File: config.mk
export PLATFORM = sky130hd
export DESIGN_NAME = emu_ctrl_top
export DESIGN_NICKNAME = d
export VERILOG_FILES = /design/src/design/emu_ctrl_pkg.sv /design/src/design/axil_ctrl_bridge.sv /design/src/design/ctrl_regfile.sv /design/src/design/step_counter.sv /design/src/design/emu_ctrl_top.sv
export SDC_FILE = /design/constraint.sdc
export NUM_CORES = 1
export LEC_CHECK = 0
export BUFFER_PORTS_ARGS = -buffer_cell sky130_fd_sc_hd__buf_4
export CAP_MARGIN = 20
export CORE_ASPECT_RATIO = 1.25
export CORE_UTILIZATION = 45
export CTS_CLUSTER_SIZE = 20
export DETAILED_ROUTE_END_ITERATION = 16
export GPL_TIMING_DRIVEN = 0
export PLACE_DENSITY = 0.64
export SYNTH_ARGS = -nofsm -noshare
export SYNTH_HDL_FRONTEND = slang
export SYNTH_SLANG_ARGS = --single-unit
File: constraint.sdc
create_clock -name clk -period 4.2 [get_ports clk]
set_clock_uncertainty 0.1 [all_clocks]
set_input_delay 1.26 -clock clk [delete_from_list [all_inputs] [get_ports clk]]
set_output_delay 1.26 -clock clk [all_outputs]
set_load 0.005 [all_outputs]
File: src/design/emu_ctrl_pkg.sv
`default_nettype none

package emu_ctrl_pkg;

    // word address on the control bus.
    typedef logic [9:0] ctrl_addr_t;

    typedef struct packed {
        ctrl_addr_t  addr;
        logic [31:0] data;  // already strobe-masked.
    } ctrl_wr_t;

    // command fields, run in bit 0.
    typedef struct packed {
        logic [28:0] reserved;
        logic        clear;
        logic        step;
        logic        run;
    } ctrl_cmd_t;

    // one written word, seen as raw data or as a command.
    typedef union packed {
        logic [31:0] raw;
        ctrl_cmd_t   cmd;
    } ctrl_word_u;

    typedef struct packed {
        logic [29:0] zero;
        logic        halted;
        logic        running;
    } status_t;

    // register map, word addresses.
    localparam ctrl_addr_t REG_ID      = 10'd0;
    localparam ctrl_addr_t REG_SCRATCH = 10'd1;
    localparam ctrl_addr_t REG_CMD     = 10'd2;
    localparam ctrl_addr_t REG_STATUS  = 10'd3;
    localparam ctrl_addr_t REG_TARGET  = 10'd4;
    localparam ctrl_addr_t REG_COUNT   = 10'd5;

    localparam logic [31:0] ID_VALUE = 32'h454D_4331;

endpackage

`default_nettype wire

File: src/design/axil_ctrl_bridge.sv
`timescale 1ns/1ns
`default_nettype none

module axil_ctrl_bridge (
    input  logic                     clk,
    input  logic                     rst,

    input  logic                     awvalid,
    output logic                     awready,
    input  logic [11:0]              awaddr,
    input  logic [2:0]               awprot,
    input  logic                     wvalid,
    output logic                     wready,
    input  logic [31:0]              wdata,
    input  logic [3:0]               wstrb,
    output logic                     bvalid,
    input  logic                     bready,
    output logic [1:0]               bresp,
    input  logic                     arvalid,
    output logic                     arready,
    input  logic [11:0]              araddr,
    input  logic [2:0]               arprot,
    output logic                     rvalid,
    input  logic                     rready,
    output logic [31:0]              rdata,
    output logic [1:0]               rresp,

    output logic                     wr_en,
    output emu_ctrl_pkg::ctrl_wr_t   wr,
    output logic                     rd_en,
    output emu_ctrl_pkg::ctrl_addr_t rd_addr,
    input  logic [31:0]              rd_data
);

    localparam logic [1:0] R_IDLE  = 2'd0;
    localparam logic [1:0] R_READ  = 2'd1;
    localparam logic [1:0] R_RESP  = 2'd2;

    localparam logic [1:0] W_IDLE  = 2'd0;
    localparam logic [1:0] W_DATA  = 2'd1;
    localparam logic [1:0] W_WRITE = 2'd2;
    localparam logic [1:0] W_RESP  = 2'd3;

    logic [1:0]  r_state;
    logic [1:0]  r_state_next;
    logic [1:0]  w_state;
    logic [1:0]  w_state_next;
    logic [31:0] rdata_q;
    logic [31:0] wstrb_mask;

    // read machine.
    always_ff @(posedge clk) begin
        if (rst) begin
            r_state <= R_IDLE;
        end else begin
            r_state <= r_state_next;
        end
    end

    always_comb begin
        case (r_state)
            R_IDLE:  r_state_next = arvalid ? R_READ : R_IDLE;
            R_READ:  r_state_next = R_RESP;
            R_RESP:  r_state_next = rready ? R_IDLE : R_RESP;
            default: r_state_next = R_IDLE;
        endcase
    end

    always_ff @(posedge clk) begin
        if (arvalid && arready) begin
            rd_addr <= araddr[11:2];
        end
        if (r_state == R_READ) begin
            rdata_q <= rd_data;  // held until rready.
        end
    end

    assign rd_en   = (r_state == R_READ);
    assign arready = (r_state == R_IDLE);
    assign rvalid  = (r_state == R_RESP);
    assign rdata   = rdata_q;
    assign rresp   = 2'b00;

    // write machine.
    always_ff @(posedge clk) begin
        if (rst) begin
            w_state <= W_IDLE;
        end else begin
            w_state <= w_state_next;
        end
    end

    always_comb begin
        case (w_state)
            W_IDLE:  w_state_next = awvalid ? W_DATA : W_IDLE;
            W_DATA:  w_state_next = wvalid ? W_WRITE : W_DATA;
            W_WRITE: w_state_next = W_RESP;
            W_RESP:  w_state_next = bready ? W_IDLE : W_RESP;
            default: w_state_next = W_IDLE;
        endcase
    end

    // disabled bytes go through as zero.
    assign wstrb_mask = {{8{wstrb[3]}}, {8{wstrb[2]}}, {8{wstrb[1]}}, {8{wstrb[0]}}};

    always_ff @(posedge clk) begin
        if (awvalid && awready) begin
            wr.addr <= awaddr[11:2];
        end
        if (wvalid && wready) begin
            wr.data <= wdata & wstrb_mask;
        end
    end

    assign wr_en   = (w_state == W_WRITE);
    assign awready = (w_state == W_IDLE);
    assign wready  = (w_state == W_DATA);
    assign bvalid  = (w_state == W_RESP);
    assign bresp   = 2'b00;  // always OKAY.

endmodule

`default_nettype wire

File: src/design/ctrl_regfile.sv
`timescale 1ns/1ns
`default_nettype none

module ctrl_regfile #(
    parameter int COUNT_WIDTH = 32
) (
    input  logic                     clk,
    input  logic                     rst,

    input  logic                     wr_en,
    input  emu_ctrl_pkg::ctrl_wr_t   wr,
    input  emu_ctrl_pkg::ctrl_addr_t rd_addr,
    output logic [31:0]              rd_data,

    output logic                     cmd_en,
    output emu_ctrl_pkg::ctrl_cmd_t  cmd,
    output logic [31:0]              target,
    input  logic [COUNT_WIDTH-1:0]   count,
    input  emu_ctrl_pkg::status_t    status
);

    import emu_ctrl_pkg::*;

    ctrl_word_u  word;
    logic [31:0] scratch;

    assign word = wr.data;

    always_ff @(posedge clk) begin
        if (rst) begin
            scratch <= '0;
            target  <= '0;
        end else if (wr_en) begin
            case (wr.addr)
                REG_SCRATCH: scratch <= word.raw;
                REG_TARGET:  target  <= word.raw;
                default:     ;  // read-only or unmapped.
            endcase
        end
    end

    // command write becomes a one-cycle pulse.
    always_ff @(posedge clk) begin
        if (rst) begin
            cmd_en <= 1'b0;
        end else begin
            cmd_en <= wr_en && (wr.addr == REG_CMD);
        end
    end

    always_ff @(posedge clk) begin
        if (wr_en && (wr.addr == REG_CMD)) begin
            cmd <= word.cmd;
        end
    end

    always_comb begin
        case (rd_addr)
            REG_ID:      rd_data = ID_VALUE;
            REG_SCRATCH: rd_data = scratch;
            REG_STATUS:  rd_data = status;
            REG_TARGET:  rd_data = target;
            REG_COUNT:   rd_data = 32'(count);  // zero-extended.
            default:     rd_data = '0;
        endcase
    end

endmodule

`default_nettype wire

File: src/design/step_counter.sv
`timescale 1ns/1ns
`default_nettype none

module step_counter #(
    parameter int COUNT_WIDTH = 32
) (
    input  logic                    clk,
    input  logic                    rst,
    input  logic                    cmd_en,
    input  emu_ctrl_pkg::ctrl_cmd_t cmd,
    input  logic [31:0]             target,
    output logic [COUNT_WIDTH-1:0]  count,
    output emu_ctrl_pkg::status_t   status
);

    logic                   running;
    logic                   halted;
    logic [COUNT_WIDTH-1:0] tgt;
    logic [COUNT_WIDTH-1:0] count_inc;
    logic                   hit;

    assign tgt       = target[COUNT_WIDTH-1:0];
    assign count_inc = count + 1'b1;
    // target already reached, or reached on this edge.
    assign hit       = running && ((count == tgt) || (count_inc == tgt));

    always_ff @(posedge clk) begin
        if (rst) begin
            count   <= '0;
            running <= 1'b0;
            halted  <= 1'b0;
        end else begin
            if (running) begin
                if (count != tgt) begin
                    count <= count_inc;
                end
                if (hit) begin
                    running <= 1'b0;
                    halted  <= 1'b1;
                end
            end
            if (cmd_en) begin
                if (cmd.clear) begin
                    count  <= '0;
                    halted <= 1'b0;
                end else if (cmd.step && !running) begin
                    count <= count_inc;  // single step.
                end
                if (!cmd.run) begin
                    running <= 1'b0;
                end else if (cmd.clear || !(halted || hit)) begin
                    running <= 1'b1;
                end
            end
        end
    end

    always_comb begin
        status         = '0;
        status.running = running;
        status.halted  = halted;
    end

endmodule

`default_nettype wire

File: src/design/emu_ctrl_top.sv
`timescale 1ns/1ns
`default_nettype none

module emu_ctrl_top #(
    parameter int COUNT_WIDTH = 32
) (
    input  logic        clk,
    input  logic        rst,

    input  logic        awvalid,
    output logic        awready,
    input  logic [11:0] awaddr,
    input  logic [2:0]  awprot,
    input  logic        wvalid,
    output logic        wready,
    input  logic [31:0] wdata,
    input  logic [3:0]  wstrb,
    output logic        bvalid,
    input  logic        bready,
    output logic [1:0]  bresp,
    input  logic        arvalid,
    output logic        arready,
    input  logic [11:0] araddr,
    input  logic [2:0]  arprot,
    output logic        rvalid,
    input  logic        rready,
    output logic [31:0] rdata,
    output logic [1:0]  rresp
);

    import emu_ctrl_pkg::*;

    logic                   wr_en;
    ctrl_wr_t               wr;
    logic                   rd_en;
    ctrl_addr_t             rd_addr;
    logic [31:0]            rd_data;
    logic                   cmd_en;
    ctrl_cmd_t              cmd;
    logic [31:0]            target;
    logic [COUNT_WIDTH-1:0] count;
    status_t                status;

    axil_ctrl_bridge i_bridge (
        .clk     (clk),
        .rst     (rst),
        .awvalid (awvalid),
        .awready (awready),
        .awaddr  (awaddr),
        .awprot  (awprot),
        .wvalid  (wvalid),
        .wready  (wready),
        .wdata   (wdata),
        .wstrb   (wstrb),
        .bvalid  (bvalid),
        .bready  (bready),
        .bresp   (bresp),
        .arvalid (arvalid),
        .arready (arready),
        .araddr  (araddr),
        .arprot  (arprot),
        .rvalid  (rvalid),
        .rready  (rready),
        .rdata   (rdata),
        .rresp   (rresp),
        .wr_en   (wr_en),
        .wr      (wr),
        .rd_en   (rd_en),
        .rd_addr (rd_addr),
        .rd_data (rd_data)
    );

    ctrl_regfile #(
        .COUNT_WIDTH (COUNT_WIDTH)
    ) i_regfile (
        .clk     (clk),
        .rst     (rst),
        .wr_en   (wr_en),
        .wr      (wr),
        .rd_addr (rd_addr),
        .rd_data (rd_data),
        .cmd_en  (cmd_en),
        .cmd     (cmd),
        .target  (target),
        .count   (count),
        .status  (status)
    );

    step_counter #(
        .COUNT_WIDTH (COUNT_WIDTH)
    ) i_counter (
        .clk    (clk),
        .rst    (rst),
        .cmd_en (cmd_en),
        .cmd    (cmd),
        .target (target),
        .count  (count),
        .status (status)
    );

endmodule

`default_nettype wire

==> results of run 1 <==
cell usage in the layout (no fill, tap or decap), drive strengths merged, types with 4 or more instances in the layout:
master and n:
o21ai 20, nor2 68, dfxtp 103, inv 12, nor4 15, mux2i 16, nor3 15, nor2b 10
clkinv 5, and3 4, nand4 18, nor4b 5, xor2 18, and2 37, a211oi 14, mux2 20
edfxtp 87, nand3 19, or3 17, a21oi 83, conb 4, clkbuf 70, nand2 156, xnor2 53
a22oi 19, and4 4, or4 9, buf 122
cell families (layout without fill, tap and decap cells):
kind of cell / after synthesis / after routing / share of synthesized area (%)
muxes: 36 / 36 / 4.33
xor gates and xnor gates: 71 / 71 / 6.98
other: 1 / 4 / 0.0421
and+or+nand+nor: 387 / 387 / 21.6
adders and majority gates: 1 / 1 / 0.141
AOI/OAI and AO/OA: 155 / 155 / 10.6
buffers and inverters: 78 / 211 / 3.81
DFF: 190 / 190 / 52.5
final timing paths:
kind | startpoint | endpoint | slack (ps) | cells after the start
min | i_regfile.scratch[7] | i_regfile.scratch[7] | 370 | 2
min reg2reg | i_regfile.scratch[7] | i_regfile.scratch[7] | 370 | 2
max reg2reg | i_counter.count[0] | i_counter.running | 700 | 9
max | i_counter.count[0] | i_counter.running | 700 | 9
state kept, by name, summed over array words and instances, names as in the netlist:
signal / cells
i_regfile.scratch: 32
i_regfile.cmd_en: 1
i_bridge.rdata: 32
i_bridge.r_state: 2
i_regfile.target: 32
i_bridge.w_state: 2
i_regfile.cmd: 3
i_counter.count: 32
i_bridge.rd_addr: 10
i_counter.halted: 1
i_counter.running: 1
i_bridge.wr: 42
through the flow:
stage	cell area (um2)	hold slack [ps]	std cells
2_1_floorplan	8910	334	922
3_3_place_gp	9980	351	1285
3_5_place_dp	10000	360	1287
4_1_cts	10600	371	1319
5_1_grt	10600	384	1320
6_report	10600	367	1320
area by class of cell:
class / count / area (um2)
Fill cell: 1843 / 8750
Sequential cell: 190 / 4670
Multi-Input combinational cell: 654 / 3910
Timing Repair Buffer: 101 / 788
Clock buffer: 19 / 464
Tap cell: 265 / 332
Buffer: 72 / 317
Clock inverter: 13 / 141
Inverter: 6 / 22.5
critical path: stages, from the launching register on:
cell	delay, ps
dfxtp_1	500
ha_1	350
nand3_4	160
or4_4	590
or3_4	380
or4_4	460
xor2_1	160
nor4b_2	270
nand3_2	180
a32o_1	240
power by group through the flow:
stage	combinational (mW)	clock, mW	sequential, mW
6_report	0.190	1.63	2.00
5_1_grt	0.208	1.73	2.01
4_1_cts	0.193	1.66	2.00
3_5_place_dp	0.193	0	2.05
3_3_place_gp	0.183	0	2.05
2_1_floorplan	0.0828	0	2.04
per-layer routing:
metal,vias to the layer above,GRT usage [%]
li1,3463,-
met1,3262,31.2
met2,226,37.1
met3,50,3.76
met4,0,8.93
met5,-,0
==> impl_metrics.ini, run 1 <==
[synth]
synthesis.area_um2 = 8900
async_reset_ff_share_pct = 0
ys_warn_count = 0
synth_top_area_share_pct = 29.3
yosys.cell_count.top_type = nand2_1
synth_flop_cell = dfxtp_1
synth_area_leaders = edfxtp_1, dfxtp_1, nand2_1
seq_area_frac_synth_pct = 52.5
ys_seq_elements = 190
synth_edf_count = 87
synth_common_cells = nand2_1, dfxtp_1, edfxtp_1, a21oi_1, nor2_1
yosysUniqueCellTypes = 62
syn_inst = 919
syn_avg_cell_area_um2 = 9.69
synth_top_cell_by_area = edfxtp_1

[grt]
grtUsageTotal_pct = 23.1
grt_pass1_vias = 6504
grt_pass1_wl_um = 35900
grt-ovfl-total = 0
antenna_found_initial = 0
grt_max_degree = 27

[routing]
route.met2.wl_um = 10700
wirelength_um = 22400
vias = 7001
wl_met3_um = 978
wl_met1_um = 10100
drcViolationCount = 0
top_layer = met4
vias_per_cell = 5.30
drtAntennaViolNets = 0
drt-initial-drc-count = 726
first_pass_iters = 5
routedWlPerCell_um = 17.0

[clock_tree]
postCtsHoldBufs = 0
cts.repair.resized = 0
clock-root-buffer = clkbuf_16
clock_latency_ps = 440
cts_sinks = 190
clk_path_buf_depth = 2
path_clk_slew_ps = 70
post_cts_buffers = 0
tritoncts = yes
htree_levels = 4
cts_buffers = 17

[cells_and_area]
diodes = 0
fin_nets = 1116
drive_gt1_share_pct = 18.3
syn_to_final_growth_pct = 19.6
final_util_pct = 54.9

[sta]
fin_setup_tns_ps = 0
rsz0062_at_grt = false
tightest_slew_ps = 1010
fin_crit_ps = 3500
setup_viol = 0
hold_viol_final = 0
slew_headroom_pct = 32.0
setup_ws_ps = 702
fmax_mhz = 286
drv_slew = 0
finalCritPeriodShare_pct = 83.3

[power]
p_int_mw = 2.92
power.density_nw_per_um2 = 359
power_frac_seq_pct = 52.4
sw_frac_of_total_pct = 23.6
p_switching_mw = 0.903
ir_drop_mv = 0.270
comb_power_share_pct = 5.0
cellLeakagePower_nw = 3.68
p_clk_share_pct = 42.6
power_mw = 3.82

[place]
routabilityCongestion = 0.948
hpwl_um = 17300
place_ws_ps = 742
io_buffers = 98

[setup_path]
cp.required_ps = 4430
start_kind = flip-flop
worst-setup-path-type = reg2reg
endpoint_kind = flip-flop
arrival_ps = 3720
worstPathMaxFanout = 8

[floorplanning]
die_x_um = 128
ios = 114
dieHeight_um = 159
rows = 57
initial_core_util_pct = 45.9
fp.coreArea_um2 = 19400
dieArea_um2 = 20400

[run_status]
outcome = finished, final reports clean

[worst_hold_path]
hold_path.class = reg2reg

[run]
drv_cap = 0
No activity file was read; power rests on OpenSTA's default activity.
==> inputs of run 2 (changes only) <==
--- a/config.mk
+++ b/config.mk
@@ -12,7 +12,7 @@
 export CTS_CLUSTER_SIZE = 20
 export DETAILED_ROUTE_END_ITERATION = 16
 export GPL_TIMING_DRIVEN = 0
-export PLACE_DENSITY = 0.64
+export PLACE_DENSITY = 0.66
 export SYNTH_ARGS = -nofsm -noshare
 export SYNTH_HDL_FRONTEND = slang
 export SYNTH_SLANG_ARGS = --single-unit
==> constraint.sdc (replaced) <==
create_clock -name clk -period 2.9 [get_ports clk]
set_clock_uncertainty 0.1 [all_clocks]
set_input_delay 0.87 -clock clk [delete_from_list [all_inputs] [get_ports clk]]
set_output_delay 0.87 -clock clk [all_outputs]
set_load 0.005 [all_outputs]
==> impl_metrics.ini, run 2 (synthesis results as in run 1) <==
[setup_path]
path_common_cell = or4_4
cp_num_cells = 10
worst-setup-path-type = reg2reg
cp_slowest_cell = or4_4
reg2reg_slack_ps = -90
worstPathMaxFanout = 6
start_kind = flip-flop
cp_cell_sequence = buf_6, buf_12, nand4_4, or4_4, or3_4, or4_4, xor2_2, nor4b_4, nand3_2, a32o_1
endpoint_kind = flip-flop
r2r_cells = 10
cp.required_ps = 3130
arrival_ps = 3220
worst-path-buf-inv = 2
max_stage_delay_ps = 520
crit_family = simple AND/OR/NAND/NOR gates

[cells_and_area]
syn_to_final_growth_pct = 24.6
final_common_cell = nand2_1
final_cell_mix = nand2_1, buf_4, dfxtp_1
fin_nets = 1148
diodes = 0
fill_cells = 1772
final_util_pct = 57.2
top_register = i_bridge.wr
largest_reg_flops = 42
drive_gt1_share_pct = 22.9

[routing]
drt-initial-drc-count = 630
drcViolationCount = 0
vias_per_cell = 5.32
drtAntennaViolNets = 0
routedWlPerCell_um = 16.8
first_pass_iters = 8
vias = 7195
wirelength_um = 22700

[floorplanning]
initial_core_util_pct = 45.9
rows = 57
fp.coreArea_um2 = 19400
dieArea_um2 = 20400
dieHeight_um = 159
die_x_um = 128
ios = 114

[run_status]
outcome = finished with violations
violations = setup timing

[clock_tree]
path_clk_slew_ps = 80
postCtsHoldBufs = 0
clock_latency_ps = 450
htree_levels = 4
cts_buffers = 17
clk_path_buf_depth = 2
cts_sinks = 190
tritoncts = yes
clock-root-buffer = clkbuf_16

[sta]
hold_viol_final = 0
drv_slew = 0
tightest_slew_ps = 954
fmax_mhz = 335
setup_viol = 2
slew_headroom_pct = 36.3
fin_crit_ps = 2990
finalCritPeriodShare_pct = 103
rsz0062_at_grt = true
setup_ws_ps = -86.0

[worst_hold_path]
hold_path.class = reg2reg
holdPathStages = 2

[grt]
grt-ovfl-total = 0
antenna_found_initial = 0
grt_pass1_wl_um = 35400
grtUsageTotal_pct = 22.8
grt_max_degree = 34
grt_pass1_vias = 6540

[power]
ir_drop_mv = 0.372
power.density_nw_per_um2 = 489
cellLeakagePower_nw = 3.90
power_mw = 5.42

[run]
drv_cap = 0

[place]
routabilityCongestion = 0.933
io_buffers = 98
hpwl_um = 17000
run 2: per-stage QoR:
step / setup TNS [ps] / std cells / setup WS (ps) / area [um2] / hold WS [ps]
final: -127 / 1352 / -86.0 / 11100 / 356
after global routing: -309 / 1352 / -134 / 11100 / 391
after CTS: -193 / 1336 / -103 / 10800 / 357
after detailed placement: -5570 / 1286 / -319 / 10000 / 347
after global placement: -11430 / 1285 / -321 / 10000 / 345
after floorplan: 0 / 922 / 9.46 / 8940 / 334
run 2: final timing paths:
path / startpoint / endpoint
worst min-delay path: i_regfile.scratch[2] / i_regfile.scratch[2]
worst max-delay path: i_counter.count[11] / i_counter.running
worst min register to register: i_regfile.scratch[2] / i_regfile.scratch[2]
worst max register to register: i_counter.count[11] / i_counter.running
run 2: power by group:
| part | switching, mW | leakage (nW) | total, mW | internal, mW |
|---|---|---|---|---|
| registers | 0.0310 | 1.64 | 2.90 | 2.87 |
| logic | 0.139 | 1.98 | 0.270 | 0.131 |
| clock network | 1.11 | 0.272 | 2.25 | 1.14 |
| total | 1.28 | 3.90 | 5.42 | 4.14 |
run 2: routing by layer:
layer	track usage [%]	routed length [um]	part of all wire (%)	vias up
li1	-	-	-	3531
met5	0	0	0	-
met2	37.2	11000	48	248
met4	8.77	712	3.1	0
met1	29.9	9820	43	3363
met3	4.33	1200	5.3	53
run 2: layout make-up:
cell class / instances / area [um2] / area share [%]
flip-flops and latches: 190 / 4680 / 42.2
multi-input cells: 654 / 4050 / 36.5
repair buffers: 137 / 1070 / 9.63
clock buffers: 17 / 425 / 3.84
plain buffers: 68 / 360 / 3.25
well taps: 265 / 332 / 2.99
clock inverters: 15 / 146 / 1.32
inverters: 6 / 22.5 / 0.203
run 2: worst min-delay path: stages (launching register included):
cell and delay (ps):
dfxtp_1 310, nand2_1 50, a21oi_1 50
run 2: timing repair:
item / 4_1_cts / 5_1_grt
gates cloned: 0 / 1
pin swaps: 8 / 13
setup endpoints to repair: 31 / 39
buffers inserted: 18 / 18
resized for setup: 19 / 26
